### src/verilog/lc_pkg.sv
// Covers only the ten RV64I logic and compare ops; x0 is hard zero and tags are 8 bits that wrap
`default_nettype none

package lc_pkg;

	typedef enum logic [3:0] {
		OP_SLT,
		OP_SLTU,
		OP_SLTI,
		OP_SLTIU,
		OP_XOR,
		OP_XORI,
		OP_OR,
		OP_ORI,
		OP_AND,
		OP_ANDI
	} lc_op_e;

	// Execute function select
	typedef enum logic [1:0] {
		FN_SLT,
		FN_XOR,
		FN_OR,
		FN_AND
	} lc_fn_e;

	typedef struct packed {
		logic [6:0] pad;
		logic [4:0] idx;
	} lc_reg_src_t;

	// Second operand field, meaning set by the opcode
	typedef union packed {
		logic signed [11:0] imm; // I forms
		lc_reg_src_t reg_idx; // R forms
	} lc_src2_u;

	typedef struct packed {
		lc_op_e op;
		logic [4:0] rd;
		logic [4:0] rs1;
		lc_src2_u src2;
		logic [7:0] tag;
	} lc_entry_t;

	typedef struct packed {
		lc_fn_e fn;
		logic is_unsigned;
		logic [4:0] rd;
		logic [7:0] tag;
		logic [63:0] op1;
		logic [63:0] op2;
	} lc_exe_t;

	typedef struct packed {
		logic [4:0] rd;
		logic [7:0] tag;
		logic [63:0] value;
	} lc_commit_t;

	function automatic logic lc_is_imm(lc_op_e op);
		return op inside {OP_SLTI, OP_SLTIU, OP_XORI, OP_ORI, OP_ANDI};
	endfunction

	function automatic logic lc_uses_rs2(lc_op_e op);
		return !lc_is_imm(op);
	endfunction

endpackage

`default_nettype wire
### src/verilog/lc_issue_buffer.sv
// DEPTH must be at least 2; a slot being popped still counts for the WAR stall in that cycle
`default_nettype none

module lc_issue_buffer import lc_pkg::*; #(
	parameter int DEPTH = 4
) (
	input  logic CLK,
	input  logic rst,

	input  logic dispatch_valid,
	input  lc_entry_t dispatch,
	output logic dispatch_ready,

	input  logic [31:0] pending,

	input  logic pop,
	input  logic [$clog2(DEPTH)-1:0] pop_index,
	output logic [DEPTH-1:0] occupied,
	output lc_entry_t entries [DEPTH]
);

	localparam int IW = $clog2(DEPTH);

	logic [IW-1:0] free_idx;
	logic full;
	logic rd_live;
	logic waw;
	logic war;
	logic push;

	// Lowest free slot
	always_comb begin
		free_idx = '0;
		for (int i = DEPTH - 1; i >= 0; i--) begin
			if (!occupied[i])
				free_idx = IW'(i);
		end
	end

	assign full = &occupied;

	// rd still read by a waiting entry
	always_comb begin
		war = 1'b0;
		for (int i = 0; i < DEPTH; i++) begin
			if (occupied[i] && entries[i].rs1 == dispatch.rd)
				war = 1'b1;
			if (occupied[i] && lc_uses_rs2(entries[i].op) &&
					entries[i].src2.reg_idx.idx == dispatch.rd)
				war = 1'b1;
		end
	end

	assign rd_live = dispatch.rd != 5'd0;
	assign waw = pending[dispatch.rd]; // Older writer not yet committed

	assign dispatch_ready = !full && !(rd_live && (waw || war));
	assign push = dispatch_valid && dispatch_ready;

	always_ff @(posedge CLK) begin
		if (rst) begin
			occupied <= '0;
		end else begin
			// Pop and push never hit the same slot
			if (pop)
				occupied[pop_index] <= 1'b0;
			if (push)
				occupied[free_idx] <= 1'b1;
		end
	end

	always_ff @(posedge CLK) begin
		if (push)
			entries[free_idx] <= dispatch;
	end

endmodule

`default_nettype wire

### config.mk
export PLATFORM = sky130hd
export DESIGN_NAME = lc_issue_buffer
export DESIGN_NICKNAME = d
export VERILOG_FILES = /design/src/verilog/lc_pkg.sv /design/src/verilog/lc_issue_buffer.sv
export SDC_FILE = /design/constraint.sdc
export NUM_CORES = 1
export LEC_CHECK = 0
export BUFFER_PORTS_ARGS = -buffer_cell sky130_fd_sc_hd__buf_2
export CAP_MARGIN = 20
export CORE_MARGIN = 3
export CORE_UTILIZATION = 48
export CTS_BUF_LIST = sky130_fd_sc_hd__clkbuf_16
export DETAILED_ROUTE_END_ITERATION = 10
export PLACE_DENSITY_LB_ADDON = 0.05
export SYNTH_ARGS = -nofsm -noshare
export SYNTH_HDL_FRONTEND = slang
export SYNTH_SLANG_ARGS = --single-unit
### constraint.sdc
create_clock -name CLK -period 5.1 [get_ports CLK]
set_clock_uncertainty 0.2 [all_clocks]
set_input_delay 0.51 -clock CLK [delete_from_list [all_inputs] [get_ports CLK]]
set_output_delay 0.51 -clock CLK [all_outputs]
set_load 0.03 [all_outputs]
==> key figures <==
Timing
  – Min Clock Period, post-route: 3.58 ns
  – Final count of pins violating max slew: 0
  – Tightest Pin Transition: 0.656 ns
  – Slew margin rel.: 56.1%
  – Hold Violations, Final: 0
  – RSZ-0062 raised after global routing: no
  – Fmax: 0.279 GHz
  – Setup TNS: 0 ns
  – Setup Viol. Count Final: 0
  – Tcrit/Tclk final: 70.2%
  – Setup slack after layout: 1.52 ns

Global route
  – Overall Global Routing Usage: 21.6%
  – Largest net degree at the start of global routing: 35
  – Gr ovfl total: 0
  – Vias in the first global route: 3514
  – Initial antenna violation count: 0
  – First-pass GRT wire length: 20300 um

Yosys
  – Mapped Area: 5400 um2
  – Yosys warning count: 0
  – Netlist cell types: 46
  – Register area share after synthesis: 77.1%
  – Number of synthesized register bits: 140
  – Post-Synthesis Cells: 280
  – Primary FF master, synth: edfxtp_1
  – Async SR Flop Fraction: 0%
  – Post-Syn Nets: 352
  – Post-synth EDFFs: 136
  – Syn Area/Cell: 19.3 um2

Detailed routing
  – Pre-antenna DRT Iters: 4
  – Initial DRC Count: 240
  – Vias after detailed routing: 3412
  – Mean number of vias per cell: 5.18
  – Final WL: 13300 um
  – # DRC: 0
  – WL per Instance: 20.1 um
  – Post-DRT Antenna Nets: 0

Worst setup path
  – Reg-to-reg setup timing slack: 1.86 ns
  – Worst r2r src: entries[133]
  – Critical Path RT: 4.39 ns
  – R2R depth: 8
  – Critical Path Start Type: input port
  – WP data arrival: 2.87 ns
  – Setup CP Type: input port to output pin
  – R2r endpoint: entries[110]
  – Largest fanout on the critical path: 22
  – Critical Path Sink Type: output pin

Place
  – Post-DP HPWL: 9250 um
  – Number of port buffers: 212
  – DP Area: 6580 um2
  – Pre-CTS WS: 1.30 ns
  – Routability cong.: 0.852

Worst hold path
  – Hold Path End: entries[70]
  – Hold path depth: 1
  – Worst min path class: input port to register
  – Hold Path Origin: dispatch[2]

Status
  – Outcome: finished clean

Floorplan
  – Die Height: 112 um
  – Die W: 112 um
  – Row cnt: 38
  – Core area: 10900 um2
  – Die ar.: 12600 um2
  – # IOs: 213
  – Initial core utilization: 49.4%

Layout
  – Final instance area: 7190 um2
  – Multi-input gate area: 1110 um2
  – Net count, final: 578
  – Final core utilization: 65.7%
  – Layout cells sized above 1: 50.5%
  – Inserted Diodes: 0
  – Layout area overhead: 33.2%
  – Storage cell area: 4160 um2
  – Fill cell count: 825

Pwr
  – Leak: 2.82 nW
  – Int Power: 2.15 mW
  – Flop pwr share: 47.1%
  – Comb pwr share: 8.1%
  – Power consumption: 2.80 mW
  – P_sw: 0.648 mW
  – Clock share of power: 44.8%
  – Max VDD drop: 224 uV
  – Power per standard cell area: 390 nW/um2
  – Sw frac: 23.1%

Clock network
  – CTS tree: done
  – Post-CTS Resized: 0
  – Clock transition at path regs: 0.06 ns
  – Maximum clock insertion buffer count: 2
  – H-tree Lvls: 4
  – CTS Buf Count: 17
  – Hold-fix buffers at CTS: 0
  – Post-CTS Setup Bufs: 0
  – Worst skew pair latency: 0.41 ns
  – Clock sink total: 140
  – Root buffer cell: clkbuf_16

Run
  – MaxCap Viol Count: 0
## placed cells by master (no fill, tap or decap), types with 4 or more instances in the layout
cell type    n
buf_2      212
buf_4        4
clkbuf_16   17
dfxtp_1      4
edfxtp_1   136
inv_1        7
inv_6        4
mux4_1       5
nand2_1      5
nand3_1     12
nor2_1       5
nor3_1       4
o21ai_0      4
o21ai_1      4
xnor2_1     10
xor2_1      30
## worst max-delay path, stage by stage
cell	delay, ns
buf_2	0.48
mux4_2	0.58
nor2b_4	0.14
a211oi_2	0.23
a211oi_1	0.08
a31oi_2	0.22
a21oi_4	0.16
a41oi_1	0.22
buf_2	0.23
## through the flow
stage               std cells  hold slack (ns)
floorplan                 280            0.409
global placement          627            0.393
detailed placement        627            0.394
CTS                       659           0.0892
global route              659           0.0988
finish                    659            0.105
## worst max-delay path by stage
| stage | startpoint | end | slack, ns | depth (start not counted) |
|---|---|---|---|---|
| 2_1_floorplan | dispatch[25] | entries[100] | 1.23 | 6 |
| 3_3_place_gp | dispatch[25] | entries[131] | 1.40 | 9 |
| 3_5_place_dp | dispatch[25] | entries[131] | 1.30 | 9 |
| 4_1_cts | dispatch[25] | dispatch_ready | 1.50 | 9 |
| 5_1_grt | dispatch[25] | dispatch_ready | 1.35 | 9 |
| 6_report | dispatch[25] | dispatch_ready | 1.52 | 9 |
## power groups by stage
stage          combinational [mW]  sequential [mW]  clock (mW)
2_1_floorplan              0.0864             1.40           0
3_3_place_gp                0.225             1.34           0
3_5_place_dp                0.229             1.34           0
4_1_cts                     0.230             1.32        1.28
5_1_grt                     0.245             1.32        1.32
6_report                    0.227             1.32        1.25
## final cells by class
| class | count | area share (%) |
|---|---|---|
| Timing Repair Buffer | 217 | 15.5 |
| Tap cell | 140 | 2.44 |
| Clock inverter | 15 | 2.58 |
| Clock buffer | 17 | 5.92 |
| Inverter | 6 | 0.313 |
| Sequential cell | 140 | 57.9 |
| Multi-Input combinational cell | 124 | 15.4 |
## cells in the mapped netlist (3+ instances only)
| cell type | number | area share (%) |
|---|---|---|
| buf_6 | 3 | 0.63 |
| buf_4 | 4 | 0.56 |
| nor3b_1 | 3 | 0.42 |
| mux4_1 | 5 | 2.4 |
| o21ai_1 | 4 | 0.37 |
| mux2i_1 | 3 | 0.56 |
| xor2_1 | 30 | 4.9 |
| nand2_1 | 5 | 0.35 |
| dfxtp_1 | 4 | 1.5 |
| nor4_1 | 3 | 0.35 |
| nor3_1 | 4 | 0.37 |
| inv_1 | 6 | 0.42 |
| nand3_1 | 12 | 1.1 |
| edfxtp_1 | 136 | 76 |
| xnor2_1 | 10 | 1.6 |
| o21ai_0 | 4 | 0.37 |
| nor2_1 | 5 | 0.35 |
## cells by family after synthesis
| logic type | count (synthesis) | synth area share, % |
|---|---|---|
| multiplexers | 10 | 3.82 |
| flip-flops | 140 | 77.1 |
| AND/OR/NAND/NOR | 50 | 6.21 |
| XOR/XNOR | 40 | 6.49 |
| buffers and inverters | 16 | 2.60 |
| AO/OA/AOI/OAI | 24 | 3.73 |
## layer usage
| metal | part of all wire (%) | vias up | routed length, um | track usage, % |
|---|---|---|---|---|
| met2 | 48 | 192 | 6370 | 34.2 |
| met1 | 40 | 1650 | 5300 | 27.6 |
| met4 | 1.4 | 0 | 184 | 7.77 |
| li1 | - | 1554 | - | - |
| met3 | 11 | 16 | 1390 | 8.30 |
| met5 | 0 | - | 0 | 0 |
## sequential cells by signal (all words and copies together) (netlist names)
register  flops
occupied      4
entries     136
Note: power is estimated with default switching activity, not from simulation.
