--- src/verilog/lc_pkg.sv ---
// Covers only the ten RV64I logic and compare ops; x0 is hard zero and tags are 8 bits that wrap
`default_nettype none

package lc_pkg;

	typedef enum logic [3:0] {
		OP_SLT,
		OP_SLTU,
		OP_SLTI,
		OP_SLTIU,
		OP_XOR,
		OP_XORI,
		OP_OR,
		OP_ORI,
		OP_AND,
		OP_ANDI
	} lc_op_e;

	// Execute function select
	typedef enum logic [1:0] {
		FN_SLT,
		FN_XOR,
		FN_OR,
		FN_AND
	} lc_fn_e;

	typedef struct packed {
		logic [6:0] pad;
		logic [4:0] idx;
	} lc_reg_src_t;

	// Second operand field, meaning set by the opcode
	typedef union packed {
		logic signed [11:0] imm; // I forms
		lc_reg_src_t reg_idx; // R forms
	} lc_src2_u;

	typedef struct packed {
		lc_op_e op;
		logic [4:0] rd;
		logic [4:0] rs1;
		lc_src2_u src2;
		logic [7:0] tag;
	} lc_entry_t;

	typedef struct packed {
		lc_fn_e fn;
		logic is_unsigned;
		logic [4:0] rd;
		logic [7:0] tag;
		logic [63:0] op1;
		logic [63:0] op2;
	} lc_exe_t;

	typedef struct packed {
		logic [4:0] rd;
		logic [7:0] tag;
		logic [63:0] value;
	} lc_commit_t;

	function automatic logic lc_is_imm(lc_op_e op);
		return op inside {OP_SLTI, OP_SLTIU, OP_XORI, OP_ORI, OP_ANDI};
	endfunction

	function automatic logic lc_uses_rs2(lc_op_e op);
		return !lc_is_imm(op);
	endfunction

endpackage

`default_nettype wire
--- src/verilog/lc_execute.sv ---
// Single-cycle compute with no stall input; commit is registered and cannot be held back
`default_nettype none

module lc_execute import lc_pkg::*; (
	input  logic CLK,
	input  logic rst,

	input  logic exe_valid,
	input  lc_exe_t exe,

	output logic commit_valid,
	output lc_commit_t commit
);

	logic lt;
	logic [63:0] result;

	assign lt = exe.is_unsigned ? (exe.op1 < exe.op2) :
		($signed(exe.op1) < $signed(exe.op2));

	always_comb begin
		case (exe.fn)
			FN_SLT: result = {63'd0, lt};
			FN_XOR: result = exe.op1 ^ exe.op2;
			FN_OR: result = exe.op1 | exe.op2;
			default: result = exe.op1 & exe.op2; // FN_AND
		endcase
	end

	always_ff @(posedge CLK) begin
		if (rst)
			commit_valid <= 1'b0;
		else
			commit_valid <= exe_valid;
	end

	// Record only moves when there is work
	always_ff @(posedge CLK) begin
		if (exe_valid) begin
			commit.rd <= exe.rd;
			commit.tag <= exe.tag;
			commit.value <= result;
		end
	end

endmodule

`default_nettype wire

--- config.mk ---
export PLATFORM = sky130hd
export DESIGN_NAME = lc_execute
export DESIGN_NICKNAME = d
export VERILOG_FILES = /design/src/verilog/lc_pkg.sv /design/src/verilog/lc_execute.sv
export SDC_FILE = /design/constraint.sdc
export NUM_CORES = 1
export LEC_CHECK = 0
export ABC_AREA = 1
export CORE_UTILIZATION = 40
export DETAILED_ROUTE_END_ITERATION = 10
export DONT_BUFFER_PORTS = 1
export HOLD_SLACK_MARGIN = 0.05
export PLACE_DENSITY_LB_ADDON = 0.1
export REMOVE_ABC_BUFFERS = 1
export SLEW_MARGIN = 10
export SYNTH_ARGS = -nofsm -noshare
export SYNTH_HDL_FRONTEND = slang
export SYNTH_SLANG_ARGS = --single-unit
--- constraint.sdc ---
create_clock -name CLK -period 2.1 [get_ports CLK]
set_input_delay 0 -clock CLK [delete_from_list [all_inputs] [get_ports CLK]]
set_output_delay 0 -clock CLK [all_outputs]
set_load 0.005 [all_outputs]
==> impl_metrics.env, run 1 <==
export IMPL_pre_cts_ws_ns=0.291
export IMPL_final_nets=1255
export IMPL_slew_viol_final=0
export IMPL_power_leakage_nw=4.53
export IMPL_busiest_layer="met2"
export IMPL_yosysTopAreaCell="ha_1"
export IMPL_yosysWarnings=0
export IMPL_setup_ws_ns=0.164
export IMPL_synth_area_um2=7050
export IMPL_synth_seq_area_share_pct=33.1
export IMPL_cp_required_ns=2.19
export IMPL_cap_violations=0
export IMPL_drive_gt1_share_pct=4.34
export IMPL_fp_dieW_um=135
export IMPL_hold_viol=77
export IMPL_power_density_nw_per_um2=522
export IMPL_rsz0062_at_grt="no"
export IMPL_max_vdd_ir_drop_mv=0.392
export IMPL_htree_levels=3
export IMPL_port_buffers=0
export IMPL_antenna_found_initial=0
export IMPL_overflow=0
export IMPL_post_dp_hpwl_mm=12.8
export IMPL_vias=5645
export IMPL_critPathCaptureType="flop"
export IMPL_routabilityCongestion=0.824
export IMPL_via_per_inst=4.93
export IMPL_wirelength_mm=18.6
export IMPL_start_util_pct=40.9
export IMPL_core_region_area_um2=17200
export IMPL_startpoint_type="primary input"
export IMPL_crit_start="exe[28]"
export IMPL_fin_area_um2=9150
export IMPL_io_pin_count=225
export IMPL_cts_tree="done"
export IMPL_critPathMaxFanout=2
export IMPL_timing_fmax_mhz=516
export IMPL_synth_seq_cells=78
export IMPL_grt_pass1_vias=5938
export IMPL_timing_final_crit_share_pct=92.2
export IMPL_grt_met3_usage_pct=6.04
export IMPL_slew_headroom_pct=52.7
export IMPL_area_growth_pct=29.9
export IMPL_hold_class="primary input to flop"
export IMPL_outcome="complete, but fails checks"
export IMPL_grt_met1_usage_pct=22.1
export IMPL_die_y_um=135
export IMPL_critical_path_class="primary input to flop"
export IMPL_placed_cell_area_um2=7300
export IMPL_worstPathArrival_ns=2.02
export IMPL_cts_hold_buf=148
export IMPL_final_antenna_net_count=0
export IMPL_dieArea_um2=18200
export IMPL_netlist_instances=769
export IMPL_synth_area_top_cells="ha_1 (34%), edfxtp_1 (33%), inv_1 (9.1%)"
export IMPL_drtPass1Iterations=10
export IMPL_post_cts_buffers=0
export IMPL_p_total_mw=4.78
export IMPL_clk_pin_slew_ns=0.06
export IMPL_drt_initial_drc_count=234
export IMPL_finalSetupTns_ns=0
export IMPL_period_minus_slack_ns=1.94
export IMPL_cts_max_path_buffers=2
export IMPL_avgSynthCellArea_um2=9.17
export IMPL_clockRootBuffer="clkbuf_16"
export IMPL_finalSetupViolations=0
export IMPL_whs_ns=-0.234
export IMPL_drcViolationCount=1
export IMPL_clkSinkCount=78
export IMPL_diodes=0
export IMPL_grt_max_degree=79
export IMPL_synth_top_area_share_pct=34.1
export IMPL_cts_buffers=9
export IMPL_wire_per_inst_um=16.2
export IMPL_utilization_pct=53.1
export IMPL_num_rows=48
export IMPL_grt_usage_pct=20.7
export IMPL_violations="DRC, hold timing"
export IMPL_grt_pass1_wl_mm=28.8
export IMPL_tightest_slew_ns=0.710
export IMPL_synth_cell_type_count=29
export IMPL_hp_start="exe_valid"
export IMPL_grt_util_met2_pct=37.5
worst paths after layout:
kind                                to  cells past startpoint  slack, ns
setup / recovery   commit[0]$_DFFE_PP_                     15       0.16
hold / removal    commit[27]$_DFFE_PP_                      0      -0.23
logic make-up after synthesis:
logic type / share of synthesized area [%]
and+or+nand+nor: 12.1
adders and majority gates: 34.1
buffers and inverters: 10.2
AOI/OAI and AO/OA: 10.5
DFF: 33.1
synthesized netlist by cell type:
cell type,number
nor3_1,4
nor3b_2,3
dfxtp_1,1
o211ai_1,35
nor2_2,2
a21boi_0,1
o21ai_1,1
o21bai_1,3
edfxtp_1,77
nor4_4,1
nand3_1,8
inv_1,170
nor2_4,1
nand2_1,147
clkbuf_1,12
ha_1,192
buf_2,5
inv_2,3
o21a_1,1
a21oi_1,23
o221ai_1,28
nor3_2,1
a21oi_2,2
nor2_1,36
a221oi_1,1
a21o_1,2
nand4_1,1
o21ai_0,7
or2_1,1
where the power goes:
group	switching (mW)	internal [mW]	leakage, nW
clock network	0.677	1.17	0.158
logic	0.474	0.460	3.62
registers	0.0958	1.90	0.756
cell type report:
cell class                      count  area [µm²]
Multi-Input combinational cell    501        4020
Inverter                          173         649
Clock inverter                      7         121
Fill cell                        1574        8080
Sequential cell                    78        2330
Timing Repair Buffer              153        1520
Tap cell                          225         282
Clock buffer                        9         225
placed cells by master (no fill, tap or decap), types with 2 or more instances in the layout:
cell type,instances
edfxtp_1,77
nor2_2,4
clkbuf_16,9
a21oi_1,23
nor3b_2,3
a21oi_2,2
buf_4,5
nor2_1,32
nand2_1,146
a21o_1,2
o21bai_1,3
nand3_1,7
o221ai_1,28
bufinv_16,3
o211ai_1,35
clkinvlp_4,3
inv_2,3
nor3_1,4
dlygate4sd3_1,148
ha_1,192
inv_1,170
o21ai_0,7
nor2_4,3
flip-flops by register name (all words and copies together) (netlist names):
| signal | cells |
|---|---|
| commit | 77 |
| commit_valid | 1 |
critical path, cell delays in order:
cell	delay [ns]
inv_1	0.03
ha_1	0.31
nor2_1	0.13
nand3_1	0.11
nor2_2	0.17
nand3_2	0.14
nor2_2	0.12
nor2_2	0.06
nand2_1	0.09
nand2_1	0.07
nand3_1	0.07
nand2_1	0.05
nand2_1	0.05
dlygate4sd3_1	0.55
nand2_1	0.06
timing repair:
action                                  4_1_cts  5_1_grt
resized for setup                             0        6
endpoints found under the setup margin        0        1
endpoints found under the hold margin       155       77
layer usage:
metal  part of all wire (%)  wire [µm]
met5                      0          0
met3                    8.9       1660
met4                    2.2        409
met1                     39       7220
met2                     50       9290
metrics by stage:
| step | instances | hold WS, ns |
|---|---|---|
| 6_report | 1146 | -0.234 |
| 4_1_cts | 1146 | -0.247 |
| 5_1_grt | 1146 | -0.250 |
| 2_1_floorplan | 752 | 0.0712 |
| 3_3_place_gp | 982 | 0.0723 |
| 3_5_place_dp | 982 | 0.0746 |
Note: power is estimated with default switching activity, not from simulation.
==> run 2: changes to the inputs <==
==> constraint.sdc (replaced) <==
create_clock -name CLK -period 1.95 [get_ports CLK]
set_input_delay 0 -clock CLK [delete_from_list [all_inputs] [get_ports CLK]]
set_output_delay 0 -clock CLK [all_outputs]
set_load 0.005 [all_outputs]
==> run 2 against run 1 <==
  * The flow still finishes with violations (DRC, hold timing)
  * Clock power about the same
  * Non-clock buffer count decreased by 2
  * First-iteration DRC count decreased by 14%
  * Largest power group unchanged
  * Largest cell class unchanged
==> impl_metrics.env, run 2 (synthesis gave the netlist of run 1 again) <==
export IMPL_outcome="complete, but fails checks"
export IMPL_violations="DRC, hold timing"
export IMPL_via_per_inst=5.05
export IMPL_drt_initial_drc_count=201
export IMPL_fp_dieW_um=135
export IMPL_dp_cells=984
export IMPL_post_cts_buffers=0
export IMPL_wire_per_inst_um=16.5
export IMPL_critPathMaxFanout=2
export IMPL_area_growth_pct=29.2
export IMPL_power_density_nw_per_um2=552
export IMPL_die_y_um=135
export IMPL_finalSetupViolations=0
export IMPL_rsz0062_at_grt="no"
export IMPL_utilization_pct=52.8
export IMPL_timing_fmax_mhz=561
export IMPL_critical_path_class="primary input to flop"
export IMPL_comb_power_share_pct=20.1
export IMPL_max_vdd_ir_drop_mv=0.327
export IMPL_hp_start="exe_valid"
export IMPL_largest_register_ffs=77
export IMPL_start_util_pct=40.9
export IMPL_crit_start="exe[106]"
export IMPL_post_dp_hpwl_mm=12.9
export IMPL_io_pin_count=225
export IMPL_grt_pass1_wl_mm=29.8
export IMPL_period_minus_slack_ns=1.78
export IMPL_wirelength_mm=18.8
export IMPL_p_sw_share_pct=26.4
export IMPL_p_total_mw=5.03
export IMPL_finalNonFillerCells=1144
export IMPL_num_rows=48
export IMPL_hold_class="primary input to flop"
export IMPL_power_switching_mw=1.33
export IMPL_vias=5774
export IMPL_port_buffers=0
export IMPL_clk_pin_slew_ns=0.06
export IMPL_cp_required_ns=2.03
export IMPL_core_region_area_um2=17200
export IMPL_drtPass1Iterations=7
export IMPL_cts_hold_buf=144
export IMPL_whs_ns=-0.229
export IMPL_power_leakage_nw=4.53
export IMPL_grt_usage_pct=21.3
export IMPL_grt_pass1_vias=6232
export IMPL_dieArea_um2=18200
export IMPL_clockPowerShare_pct=37.1
export IMPL_final_antenna_net_count=0
export IMPL_timing_final_crit_share_pct=91.5
export IMPL_clkSinkCount=78
export IMPL_final_cell_mix="ha_1 (191), inv_1 (170), nand2_1 (145), dlygate4sd3_1 (144), edfxtp_1 (77)"
export IMPL_placed_cell_area_um2=7320
export IMPL_top_register="commit"
export IMPL_cap_violations=0
export IMPL_overflow=0
export IMPL_fin_area_um2=9110
export IMPL_drive_gt1_share_pct=4.57
export IMPL_critPathCaptureType="flop"
export IMPL_reg_top3="commit x77, commit_valid x1"
export IMPL_routabilityCongestion=0.816
export IMPL_power_frac_seq_pct=42.8
export IMPL_p_int_mw=3.70
export IMPL_antenna_found_initial=0
export IMPL_cts_buffers=9
export IMPL_drcViolationCount=1
export IMPL_finalSetupTns_ns=0
export IMPL_worstHoldPathCells=0
export IMPL_final_nets=1253
export IMPL_whs_endpoint="commit[27]$_DFFE_PP_"
export IMPL_fill_cells=1571
export IMPL_clockRootBuffer="clkbuf_16"
export IMPL_slew_viol_final=0
export IMPL_worstPathArrival_ns=1.87
export IMPL_cts_tree="done"
export IMPL_grt_max_degree=79
export IMPL_startpoint_type="primary input"
export IMPL_diodes=0
export IMPL_hold_viol=77
export IMPL_final_common_cell="ha_1"
export IMPL_htree_levels=3
export IMPL_slew_headroom_pct=49.4
export IMPL_tightest_slew_ns=0.758
export IMPL_cts_max_path_buffers=2
run 2: final cells by class:
cell class                 count  area [µm²]  share of cell area [%]
inverter                     173         649                    7.13
clock buffer                  10         239                    2.62
multi-input combinational    501        4030                    44.2
sequential                    78        2330                    25.6
timing repair buffer         151        1490                    16.4
clock inverter                 6        83.8                   0.920
tap                          225         282                    3.09
run 2: metrics by stage:
step                hold WS (ns)  setup slack, ns
finish                    -0.229            0.166
global route              -0.252           0.0260
CTS                       -0.248           0.0396
detailed placement        0.0738            0.173
global placement          0.0724            0.189
floorplan                 0.0712            0.278
run 2: worst max-delay path by stage:
stage | to | cells after the start
floorplan | commit[0]$_DFFE_PP_ | 5
global placement | commit[0]$_DFFE_PP_ | 14
detailed placement | commit[0]$_DFFE_PP_ | 14
CTS | commit[0]$_DFFE_PP_ | 17
global route | commit[0]$_DFFE_PP_ | 13
finish | commit[0]$_DFFE_PP_ | 13
run 2: power by group through the flow:
stage | sequential, mW | clock, mW | combinational (mW)
2_1_floorplan | 2.14 | 0 | 0.571
3_3_place_gp | 2.19 | 0 | 0.730
3_5_place_dp | 2.19 | 0 | 0.765
4_1_cts | 2.16 | 1.93 | 1.00
5_1_grt | 2.17 | 1.98 | 1.16
6_report | 2.15 | 1.86 | 1.01
run 2: per-layer routing:
layer  global-route usage, %  vias up  wire length, µm
li1                        -     2787                -
met1                    22.7     2735             7410
met2                    37.9      208             9280
met3                    7.13       44             1530
met4                    9.74        0              612
met5                       0        -                0
run 2: repair_timing:
| action | in CTS | in global routing |
|---|---|---|
| hold endpoints to repair | 155 | 77 |
| setup endpoints to repair | 0 | 1 |
| gates resized for setup | 0 | 6 |
run 2: worst max-delay path, cell delays in order:
cell and delay [ns]:
dlygate4sd3_1 0.56, inv_1 0.05, ha_1 0.30, nor2_2 0.10
nand2_1 0.08, nor2_2 0.15, nand4_1 0.14, nor3b_2 0.17
nand2_1 0.08, nand3_1 0.07, nand2_1 0.05, nand2_1 0.05
nand2_1 0.05
