--- config.mk ---
export PLATFORM = sky130hd
export DESIGN_NAME = lc_issue
export DESIGN_NICKNAME = d
export VERILOG_FILES = /design/src/verilog/lc_pkg.sv /design/src/verilog/lc_issue.sv
export SDC_FILE = /design/constraint.sdc
export NUM_CORES = 1
export LEC_CHECK = 0
export BUFFER_PORTS_ARGS = -buffer_cell sky130_fd_sc_hd__buf_2
export CORE_AREA = 2 2 340 342
export CTS_CLUSTER_SIZE = 28
export DETAILED_ROUTE_END_ITERATION = 7
export DIE_AREA = 0 0 342 344
export PLACE_DENSITY_LB_ADDON = 0.12
export SYNTH_ARGS = -nofsm -noshare
export SYNTH_HDL_FRONTEND = slang
export SYNTH_SLANG_ARGS = --single-unit
--- constraint.sdc ---
create_clock -name CLK -period 17.7 [get_ports CLK]
set_input_delay 0 -clock CLK [delete_from_list [all_inputs] [get_ports CLK]]
set_output_delay 0 -clock CLK [all_outputs]
set_load 0.05 [all_outputs]
--- src/verilog/lc_pkg.sv ---
// Covers only the ten RV64I logic and compare ops; x0 is hard zero and tags are 8 bits that wrap
`default_nettype none

package lc_pkg;

	typedef enum logic [3:0] {
		OP_SLT,
		OP_SLTU,
		OP_SLTI,
		OP_SLTIU,
		OP_XOR,
		OP_XORI,
		OP_OR,
		OP_ORI,
		OP_AND,
		OP_ANDI
	} lc_op_e;

	// Execute function select
	typedef enum logic [1:0] {
		FN_SLT,
		FN_XOR,
		FN_OR,
		FN_AND
	} lc_fn_e;

	typedef struct packed {
		logic [6:0] pad;
		logic [4:0] idx;
	} lc_reg_src_t;

	// Second operand field, meaning set by the opcode
	typedef union packed {
		logic signed [11:0] imm; // I forms
		lc_reg_src_t reg_idx; // R forms
	} lc_src2_u;

	typedef struct packed {
		lc_op_e op;
		logic [4:0] rd;
		logic [4:0] rs1;
		lc_src2_u src2;
		logic [7:0] tag;
	} lc_entry_t;

	typedef struct packed {
		lc_fn_e fn;
		logic is_unsigned;
		logic [4:0] rd;
		logic [7:0] tag;
		logic [63:0] op1;
		logic [63:0] op2;
	} lc_exe_t;

	typedef struct packed {
		logic [4:0] rd;
		logic [7:0] tag;
		logic [63:0] value;
	} lc_commit_t;

	function automatic logic lc_is_imm(lc_op_e op);
		return op inside {OP_SLTI, OP_SLTIU, OP_XORI, OP_ORI, OP_ANDI};
	endfunction

	function automatic logic lc_uses_rs2(lc_op_e op);
		return !lc_is_imm(op);
	endfunction

endpackage

`default_nettype wire
--- src/verilog/lc_issue.sv ---
// Execute is assumed always ready, so a ready slot issues in the cycle it is found
`default_nettype none

module lc_issue import lc_pkg::*; #(
	parameter int DEPTH = 4
) (
	input  logic CLK,
	input  logic rst,

	input  logic [DEPTH-1:0] occupied,
	input  lc_entry_t entries [DEPTH],
	output logic pop,
	output logic [$clog2(DEPTH)-1:0] pop_index,

	input  logic [31:0] pending,
	output logic [4:0] rs1_idx [DEPTH],
	output logic [4:0] rs2_idx [DEPTH],
	input  logic [63:0] rs1_data [DEPTH],
	input  logic [63:0] rs2_data [DEPTH],

	output logic exe_valid,
	output lc_exe_t exe
);

	localparam int IW = $clog2(DEPTH);

	logic [DEPTH-1:0] ready;
	lc_exe_t cand [DEPTH];
	logic [IW-1:0] sel;
	logic any_ready;

	function automatic lc_fn_e decode_fn(lc_op_e op);
		case (op)
			OP_SLT, OP_SLTU, OP_SLTI, OP_SLTIU: return FN_SLT;
			OP_XOR, OP_XORI: return FN_XOR;
			OP_OR, OP_ORI: return FN_OR;
			default: return FN_AND;
		endcase
	endfunction

	for (genvar i = 0; i < DEPTH; i++) begin : g_slot
		logic rs1_ok;
		logic rs2_ok;
		logic [63:0] imm64;

		assign rs1_idx[i] = entries[i].rs1;
		assign rs2_idx[i] = entries[i].src2.reg_idx.idx; // Don't care for I forms

		// Source equal to own rd has no older writer left
		assign rs1_ok = rs1_idx[i] == 5'd0 || rs1_idx[i] == entries[i].rd ||
			!pending[rs1_idx[i]];
		assign rs2_ok = !lc_uses_rs2(entries[i].op) || rs2_idx[i] == 5'd0 ||
			rs2_idx[i] == entries[i].rd || !pending[rs2_idx[i]];
		assign ready[i] = occupied[i] && rs1_ok && rs2_ok;

		assign imm64 = {{52{entries[i].src2.imm[11]}}, entries[i].src2.imm};

		always_comb begin
			cand[i].fn = decode_fn(entries[i].op);
			cand[i].is_unsigned = entries[i].op inside {OP_SLTU, OP_SLTIU};
			cand[i].rd = entries[i].rd;
			cand[i].tag = entries[i].tag;
			cand[i].op1 = rs1_data[i];
			cand[i].op2 = lc_is_imm(entries[i].op) ? imm64 : rs2_data[i];
		end
	end

	// Lowest ready slot wins
	always_comb begin
		sel = '0;
		for (int i = DEPTH - 1; i >= 0; i--) begin
			if (ready[i])
				sel = IW'(i);
		end
	end

	assign any_ready = |ready;
	assign pop = any_ready;
	assign pop_index = sel;

	always_ff @(posedge CLK) begin
		if (rst)
			exe_valid <= 1'b0;
		else
			exe_valid <= any_ready;
	end

	always_ff @(posedge CLK) begin
		if (any_ready)
			exe <= cand[sel];
	end

endmodule

`default_nettype wire

==> impl_metrics.toml, run 1 <==
[outcome]
status = "finished, final reports clean"

[placement]
gp_congestion = 0.891
dp.cells = 3601
place_ws_ns = 12.51
place_area_um2 = 18100
io_buffers = 873
dp_hpwl_um = 74400

[routing]
viasPerCell = 4.05
routed.top_layer = "met5"
wire_per_inst_um = 23.7
vias = 15928
postRouteAntennaNets = 0
wirelength_um = 93200
dr_wl_met3_um = 6350
drc = 0
first_iter_violations = 757
first_pass_iters = 5
wl_met2_um = 47000
met1_length_um = 37900

[timing]
setup_violations = 0
final.setup.tns_ns = 0
slew_headroom = 0.139
fin_crit_ns = 5.04
final.period_utilization = 0.284
layout_setup_ws_ns = 12.66
drv_slew = 0
max_freq_mhz = 199
hold_violations = 0
rsz0062_at_grt = "false"
worst_slew_pin_slew_ns = 1.27

[worst_hold_path]
hold_class = "primary input to flop"
min-delay-start = "rs2_data[128]"

[setup_path]
crit_slowest_cell = "inv_4"
critPathMaxFanout = 65
worst-path-stages = 12
crit_path_frequent_cell = "mux4_2"
path_cells = "buf_2, mux4_2, mux4_2, nand3b_1, nand4_1, nand2b_4, and2_4, inv_4, buf_4, nor3_1, or4_1, dlygate4sd3_1"
critPathLaunch = "entries[76]"
crit_buf_inv = 4
endpoint = "exe[5]"
required_ns = 17.96
criticalPathCategory = "primary input to flop"
path_delay_family = "buffers and inverters"
cp_slowest_stage_delay_ns = 0.66
critPathArrivalTime_ns = 5.29
crit_path_end_kind = "flop"
startpoint_type = "primary input"

[clocking]
post_cts_resized = 0
cts_setup_buffers = 0
cts.clk_slew.worst_paths_ns = 0.07
clock_sinks = 145
cts_tree = "done"
root_buffer = "clkbuf_16"
numCtsBuffers = 17
cts_max_path_buffers = 2
htree_num_levels = 4

[yosys]
synth.top_cells.by_count = "280 x nand2_1, 183 x a21oi_1, 144 x edfxtp_1, 80 x mux2i_1, 79 x o22ai_1"
yosysSeqAreaShare = 0.349
synth.avg_cell_area_um2 = 9.13
synthFlopType = "edfxtp_1"
postSynthCellCount = 1364
syn_area_um2 = 12500
synth_top_area_frac = 0.347
syn_nets = 2050
synth.most_common_cell = "nand2_1"
ys_warn_count = 0
synth_top_area_cell = "edfxtp_1"
synth_edf_count = 144
synth_area_leaders = "edfxtp_1 35%, mux4_2 9.2%, nand2_1 8.4%, a21oi_1 7.4%, mux2i_1 6.4%"
ys_async_sr_fraction = 0
synth_seq_cells = 145
yosys.cell_types.count = 68

[power_and_ir_drop]
p_leak_nw = 9.33
powerDensity_nw_per_um2 = 113
peakVddDrop_mv = 0.0778

[floorplan]
fp-row-count = 124
start_util = 0.109
die_w_um = 342
ios = 874
die_h_um = 344
coreArea_um2 = 114000
dieArea_um2 = 118000

[finish]
stdcell_area_um2 = 21600
area_growth_pct = 73.8
finalNonFillerCells = 3936
nets = 3082
drive_gt1_frac = 0.423
final_util = 0.190

[global_routing]
grt-ovfl-total = 0
grt_max_degree = 93
antenna_found_initial = 35
grt_pass1_vias = 16640
gr-usage-all-layers = 0.151
grt_pass1_wl_um = 126000

[run]
drv_cap = 0
[cells by family after synthesis]
| family | synth area share |
|---|---|
| muxes | 0.177 |
| buffers and inverters | 0.0750 |
| DFF | 0.349 |
| xor gates and xnor gates | 0.0274 |
| AOI/OAI and AO/OA | 0.221 |
| and+or+nand+nor | 0.151 |
[per-layer routing]
layer,vias up,track usage
li1,7274,-
met1,7875,0.181
met2,676,0.269
met3,83,0.0336
met4,20,0.0426
met5,-,0
[sequential cells by signal, indices dropped and copies added, names as in the netlist]
signal,cells
exe_valid,1
exe,144
[tightest hold or removal path, cell delays in order]
cell	delay [ns]
buf_2	0.09
mux2i_1	0.10
nor2_1	0.10
or4_1	0.13
[placed cells by master (no fill, tap or decap), types with 12 or more instances in the layout]
cell type	instances
buf_2	873
a211oi_1	14
xnor2_1	26
a221oi_1	42
buf_4	21
or4_1	12
a22o_1	42
xor2_1	13
mux2i_1	80
o22ai_1	79
nor2b_1	12
nor2_1	45
edfxtp_1	144
a21oi_1	183
mux4_2	51
nor3_1	22
diode_2	15
clkbuf_16	17
nand2_1	280
mux2_2	13
dlygate4sd3_1	288
[worst min path at each step]
stage                     slack, ns  cells after the start   endpoint
final                          0.05                      4     exe[0]
after global routing           0.03                      4     exe[6]
after CTS                     0.009                      4     exe[6]
after detailed placement       0.34                      3   exe[107]
after global placement         0.34                      3   exe[131]
after floorplan                0.07                      1  exe_valid
[where the power goes]
| group | internal, mW | switching, mW |
|---|---|---|
| logic | 0.428 | 1.01 |
| registers | 0.563 | 0.0439 |
| clock network | 0.198 | 0.193 |
| total | 1.19 | 1.25 |
[timing repair]
| item | CTS | global route |
|---|---|---|
| endpoints found under the hold margin | 140 | 0 |
| endpoints found under the setup margin | 0 | 0 |
| hold buffers | 288 | 0 |
[stage by stage]
stage / power (mW) / hold slack (ns)
3_5_place_dp: 1.93 / 0.339
4_1_cts: 2.50 / 0.00886
2_1_floorplan: 1.47 / 0.0694
6_report: 2.44 / 0.0513
3_3_place_gp: 1.94 / 0.339
5_1_grt: 2.56 / 0.0261
[layout make-up]
cell class	instances	area, um2
fill	13002	92200
clock inverter	14	150
timing repair buffer	1183	7430
clock buffer	18	429
tap	1512	1890
sequential	145	4340
inverter	13	51.3
multi-input combinational	1036	7300
antenna	15	37.5
No activity file was read; power rests on OpenSTA's default activity.
==> run 2: changes to the inputs <==
Clock period 17.7 ns to 5 ns, I/O delays scaled along.
==> run 2 against run 1 <==
  * Non-clock buffer count rose by 23
  * Sequential power rose to 3.6 times the previous value
  * Highest routed layer unchanged
  * Worst hold slack got worse by 0.040 ns
  * Critical path type unchanged
  * Combinational power rose to 3.6 times the previous value
  * Largest cell class unchanged
  * Critical path depth rose by 2
==> impl_metrics.toml, run 2 (synthesis gave the netlist of run 1 again) <==
[routing]
wirelength_um = 96000
first_iter_violations = 925
wire_per_inst_um = 24.3
first_pass_iters = 5
postRouteAntennaNets = 0
drc = 0
vias = 16159
viasPerCell = 4.09

[global_routing]
grt_pass1_wl_um = 128000
grt_pass1_vias = 16650
grt_max_degree = 89
antenna_found_initial = 25
gr-usage-all-layers = 0.155
grt-ovfl-total = 0

[timing]
rsz0062_at_grt = "false"
final.period_utilization = 0.887
worst_slew_pin_slew_ns = 1.15
holdWs_ns = 0.0115
hold_violations = 0
drv_slew = 0
layout_setup_ws_ns = 0.567
setup_violations = 0
fin_crit_ns = 4.43
slew_headroom = 0.230
max_freq_mhz = 226
final.setup.tns_ns = 0

[finish]
final_util = 0.192
regMostFlops = "exe"
area_growth_pct = 75.6
largest_reg_flops = 144
drive_gt1_frac = 0.426
top_regs = "exe (144), exe_valid (1)"
stdcell_area_um2 = 21900
layout_commonest_cell = "buf_2"
nets = 3105
layout_common_cells = "873 x buf_2, 293 x dlygate4sd3_1, 280 x nand2_1, 183 x a21oi_1, 144 x edfxtp_1"

[placement]
io_buffers = 873
place_area_um2 = 18400
gp_congestion = 0.842
dp_hpwl_um = 76900
place_ws_ns = 0.523

[power_and_ir_drop]
powerDensity_nw_per_um2 = 398
peakVddDrop_mv = 0.271
p_leak_nw = 9.46

[clocking]
clock_sinks = 145
root_buffer = "clkbuf_16"
cts.clk_slew.worst_paths_ns = 0.09
post_cts_resized = 0
numCtsBuffers = 17
htree_num_levels = 4
cts_tree = "done"
cts_max_path_buffers = 2

[setup_path]
crit_buf_inv = 5
crit_path_end_kind = "flop"
path_cells = "buf_2, mux4_2, mux2_2, a211oi_1, a211oi_1, a221o_1, a21boi_0, a21boi_4, buf_12, buf_4, o22ai_1, dlygate4sd3_1, a21oi_1, dlygate4sd3_1"
cp_slowest_stage_delay_ns = 0.59
path_delay_family = "buffers and inverters"
critPathMaxFanout = 62
required_ns = 5.37
criticalPathCategory = "primary input to flop"
crit_slowest_cell = "dlygate4sd3_1"
critPathArrivalTime_ns = 4.80
startpoint_type = "primary input"

[floorplan]
start_util = 0.109
die_h_um = 344
ios = 874
coreArea_um2 = 114000
die_w_um = 342
dieArea_um2 = 118000
fp-row-count = 124

[worst_hold_path]
min-delay-start = "rs2_data[195]"
hold_depth = 4
holdPathEnd = "exe[3]"
hold_class = "primary input to flop"

[outcome]
status = "finished, final reports clean"

[run]
drv_cap = 0
==> run 2: how the worst max path moves through the flow <==
stage	start	slack, ns	endpoint	cells past startpoint
global route	entries[26]	0.31	exe[127]	15
global placement	entries[20]	0.27	exe[142]	12
detailed placement	entries[20]	0.52	exe[142]	12
CTS	entries[101]	0.57	exe[14]	13
floorplan	entries[45]	0.02	exe[0]	8
finish	entries[54]	0.57	exe[127]	14
==> run 2: what timing repair did <==
action | in CTS | in global routing
endpoints found under the hold margin | 142 | 0
hold buffers | 293 | 0
setup buffers | 0 | 0
==> run 2: where the power goes <==
| group | switching, mW | internal (mW) |
|---|---|---|
| clock | 0.674 | 0.648 |
| combinational | 3.64 | 1.57 |
| sequential | 0.175 | 1.99 |
==> run 2: area by class of cell <==
type | count | area (um2)
Fill cell | 12957 | 92000
Timing Repair Buffer | 1206 | 7700
Multi-Input combinational cell | 1036 | 7290
Sequential cell | 145 | 4340
Tap cell | 1512 | 1890
Clock buffer | 17 | 425
Clock inverter | 15 | 126
Inverter | 13 | 51.3
Antenna cell | 10 | 25.0
==> run 2: routing by layer <==
layer,vias up,share of wire,GRT usage,wire [um]
li1,7319,-,-,-
met1,8001,0.42,0.193,40000
met2,759,0.50,0.274,48200
met3,74,0.064,0.0285,6150
met4,6,0.017,0.0382,1630
met5,-,0.00040,0,38
==> run 2: through the flow <==
stage	power, mW	instances
5_1_grt	9.14	3949
6_report	8.70	3954
4_1_cts	8.89	3944
3_3_place_gp	6.99	3619
2_1_floorplan	5.19	1364
3_5_place_dp	6.97	3619
==> run 3: changes to the inputs <==
Clock period 5 ns to 5.7 ns, I/O delays scaled along.
==> run 3 against run 2 <==
  * Final area fell by 0.18%
  * Total power fell by 13%
  * Routed wire length fell by 1.2%
  * Combinational power fell by 13%
  * Worst setup slack improved by 0.44 ns
  * Cell count barely moved
  * Global-route usage fell by 0.17 points
  * First-iteration DRC count rose by 7.1%
  * Worst hold slack improved by 0.072 ns
  * Non-clock buffer count fell by 5
  * Critical path depth did not move
  * Largest cell class unchanged
==> impl_metrics.toml, run 3 (synthesis gave the netlist of run 1 again) <==
[setup_path]
required_ns = 5.93
crit_slowest_cell = "nor2_4"
criticalPathCategory = "primary input to flop"
critPathArrivalTime_ns = 4.92
crit_buf_inv = 5
startpoint_type = "primary input"
cp_slowest_stage_delay_ns = 0.64
crit_path_end_kind = "flop"
path_cells = "dlygate4sd3_1, buf_2, nor3b_1, a311oi_4, o21ai_0, a211oi_1, a311o_1, nand2b_4, buf_12, nor2_4, buf_4, a22o_1, a221oi_1, dlygate4sd3_1"
critPathMaxFanout = 98
crit_path_frequent_cell = "dlygate4sd3_1"
path_delay_family = "buffers and inverters"

[outcome]
status = "finished, final reports clean"

[finish]
stdcell_area_um2 = 21800
layout_common_cells = "873 x buf_2, 296 x dlygate4sd3_1, 280 x nand2_1, 183 x a21oi_1, 144 x edfxtp_1"
largest_reg_flops = 144
finalNonFillerCells = 3956
layout_commonest_cell = "buf_2"
nFillCells = 12955
multi_input_area_um2 = 7290
top_regs = "exe (144), exe_valid (1)"
area_growth_pct = 75.3
regArea_um2 = 4340
regMostFlops = "exe"
nets = 3100
drive_gt1_frac = 0.424

[timing]
rsz0062_at_grt = "false"
holdWs_ns = 0.0838
final.period_utilization = 0.823
final.setup.tns_ns = 0
max_freq_mhz = 213
setup_violations = 0
fin_crit_ns = 4.69
worst_slew_pin_slew_ns = 1.11
slew_headroom = 0.256
hold_violations = 0
drv_slew = 0

[routing]
wire_per_inst_um = 24.0
first_pass_iters = 7
viasPerCell = 4.06
first_iter_violations = 991
wirelength_um = 94800
postRouteAntennaNets = 0
vias = 16077
drc = 0

[power_and_ir_drop]
powerDensity_nw_per_um2 = 348
peakVddDrop_mv = 0.238
p_leak_nw = 9.43
power.total_mw = 7.59

[global_routing]
gr-usage-all-layers = 0.153
antenna_found_initial = 32
grt_pass1_wl_um = 127000
grt_max_degree = 99
grt-ovfl-total = 0
grt_pass1_vias = 16642

[clocking]
cts.clk_slew.worst_paths_ns = 0.07
htree_num_levels = 4
clock_sinks = 145
root_buffer = "clkbuf_16"
post_cts_resized = 0
cts_tree = "done"
cts_max_path_buffers = 2
numCtsBuffers = 17

[placement]
gp_congestion = 0.877
place_area_um2 = 18300
dp_hpwl_um = 75100
dp.cells = 3611
io_buffers = 873

[floorplan]
die_h_um = 344
ios = 874
dieArea_um2 = 118000
start_util = 0.109
fp-row-count = 124
coreArea_um2 = 114000
die_w_um = 342

[worst_hold_path]
hold_class = "primary input to flop"

[run]
drv_cap = 0
[run 3: cell count changes in the layout (fill, tap and decap cells not counted), sizes merged]
cell / delta
buf: -8
diode: +7
dlygate4sd3: +3
clkbuf: +1
clkinvlp: -1
[run 3: stage by stage]
stage	utilization	setup WS (ns)
6_report	0.192	1.01
5_1_grt	0.191	0.738
4_1_cts	0.191	0.980
3_5_place_dp	0.160	1.46
3_3_place_gp	0.160	1.53
2_1_floorplan	-	0.725
[run 3: cell type report]
type,instances,share of cell area
Sequential cell,145,0.199
Clock inverter,14,0.00562
Clock buffer,18,0.0197
Antenna cell,17,0.00195
Multi-Input combinational cell,1036,0.334
Inverter,13,0.00235
Timing Repair Buffer,1201,0.350
Tap cell,1512,0.0867
[run 3: final timing paths]
kind	slack (ns)	cells after the start	to	from
max	1.01	14	exe[43]	entries[133]
min	0.08	4	exe[4]	rs2_data[196]
[run 3: repair_timing]
item,in CTS,in global routing
hold buffers,296,0
buffers inserted,0,0
endpoints found under the hold margin,142,0
[run 3: where the power goes]
group	switching, mW	leakage (nW)	internal, mW
Sequential	0.165	1.44	1.75
Clock	0.586	0.267	0.570
Combinational	3.15	7.72	1.37
[run 3: layer usage]
metal / part of all wire / up-vias / global-route usage
li1: - / 7325 / -
met1: 0.41 / 7964 / 0.190
met2: 0.50 / 714 / 0.270
met3: 0.068 / 66 / 0.0322
met4: 0.015 / 8 / 0.0365
met5: 0.00054 / - / 0
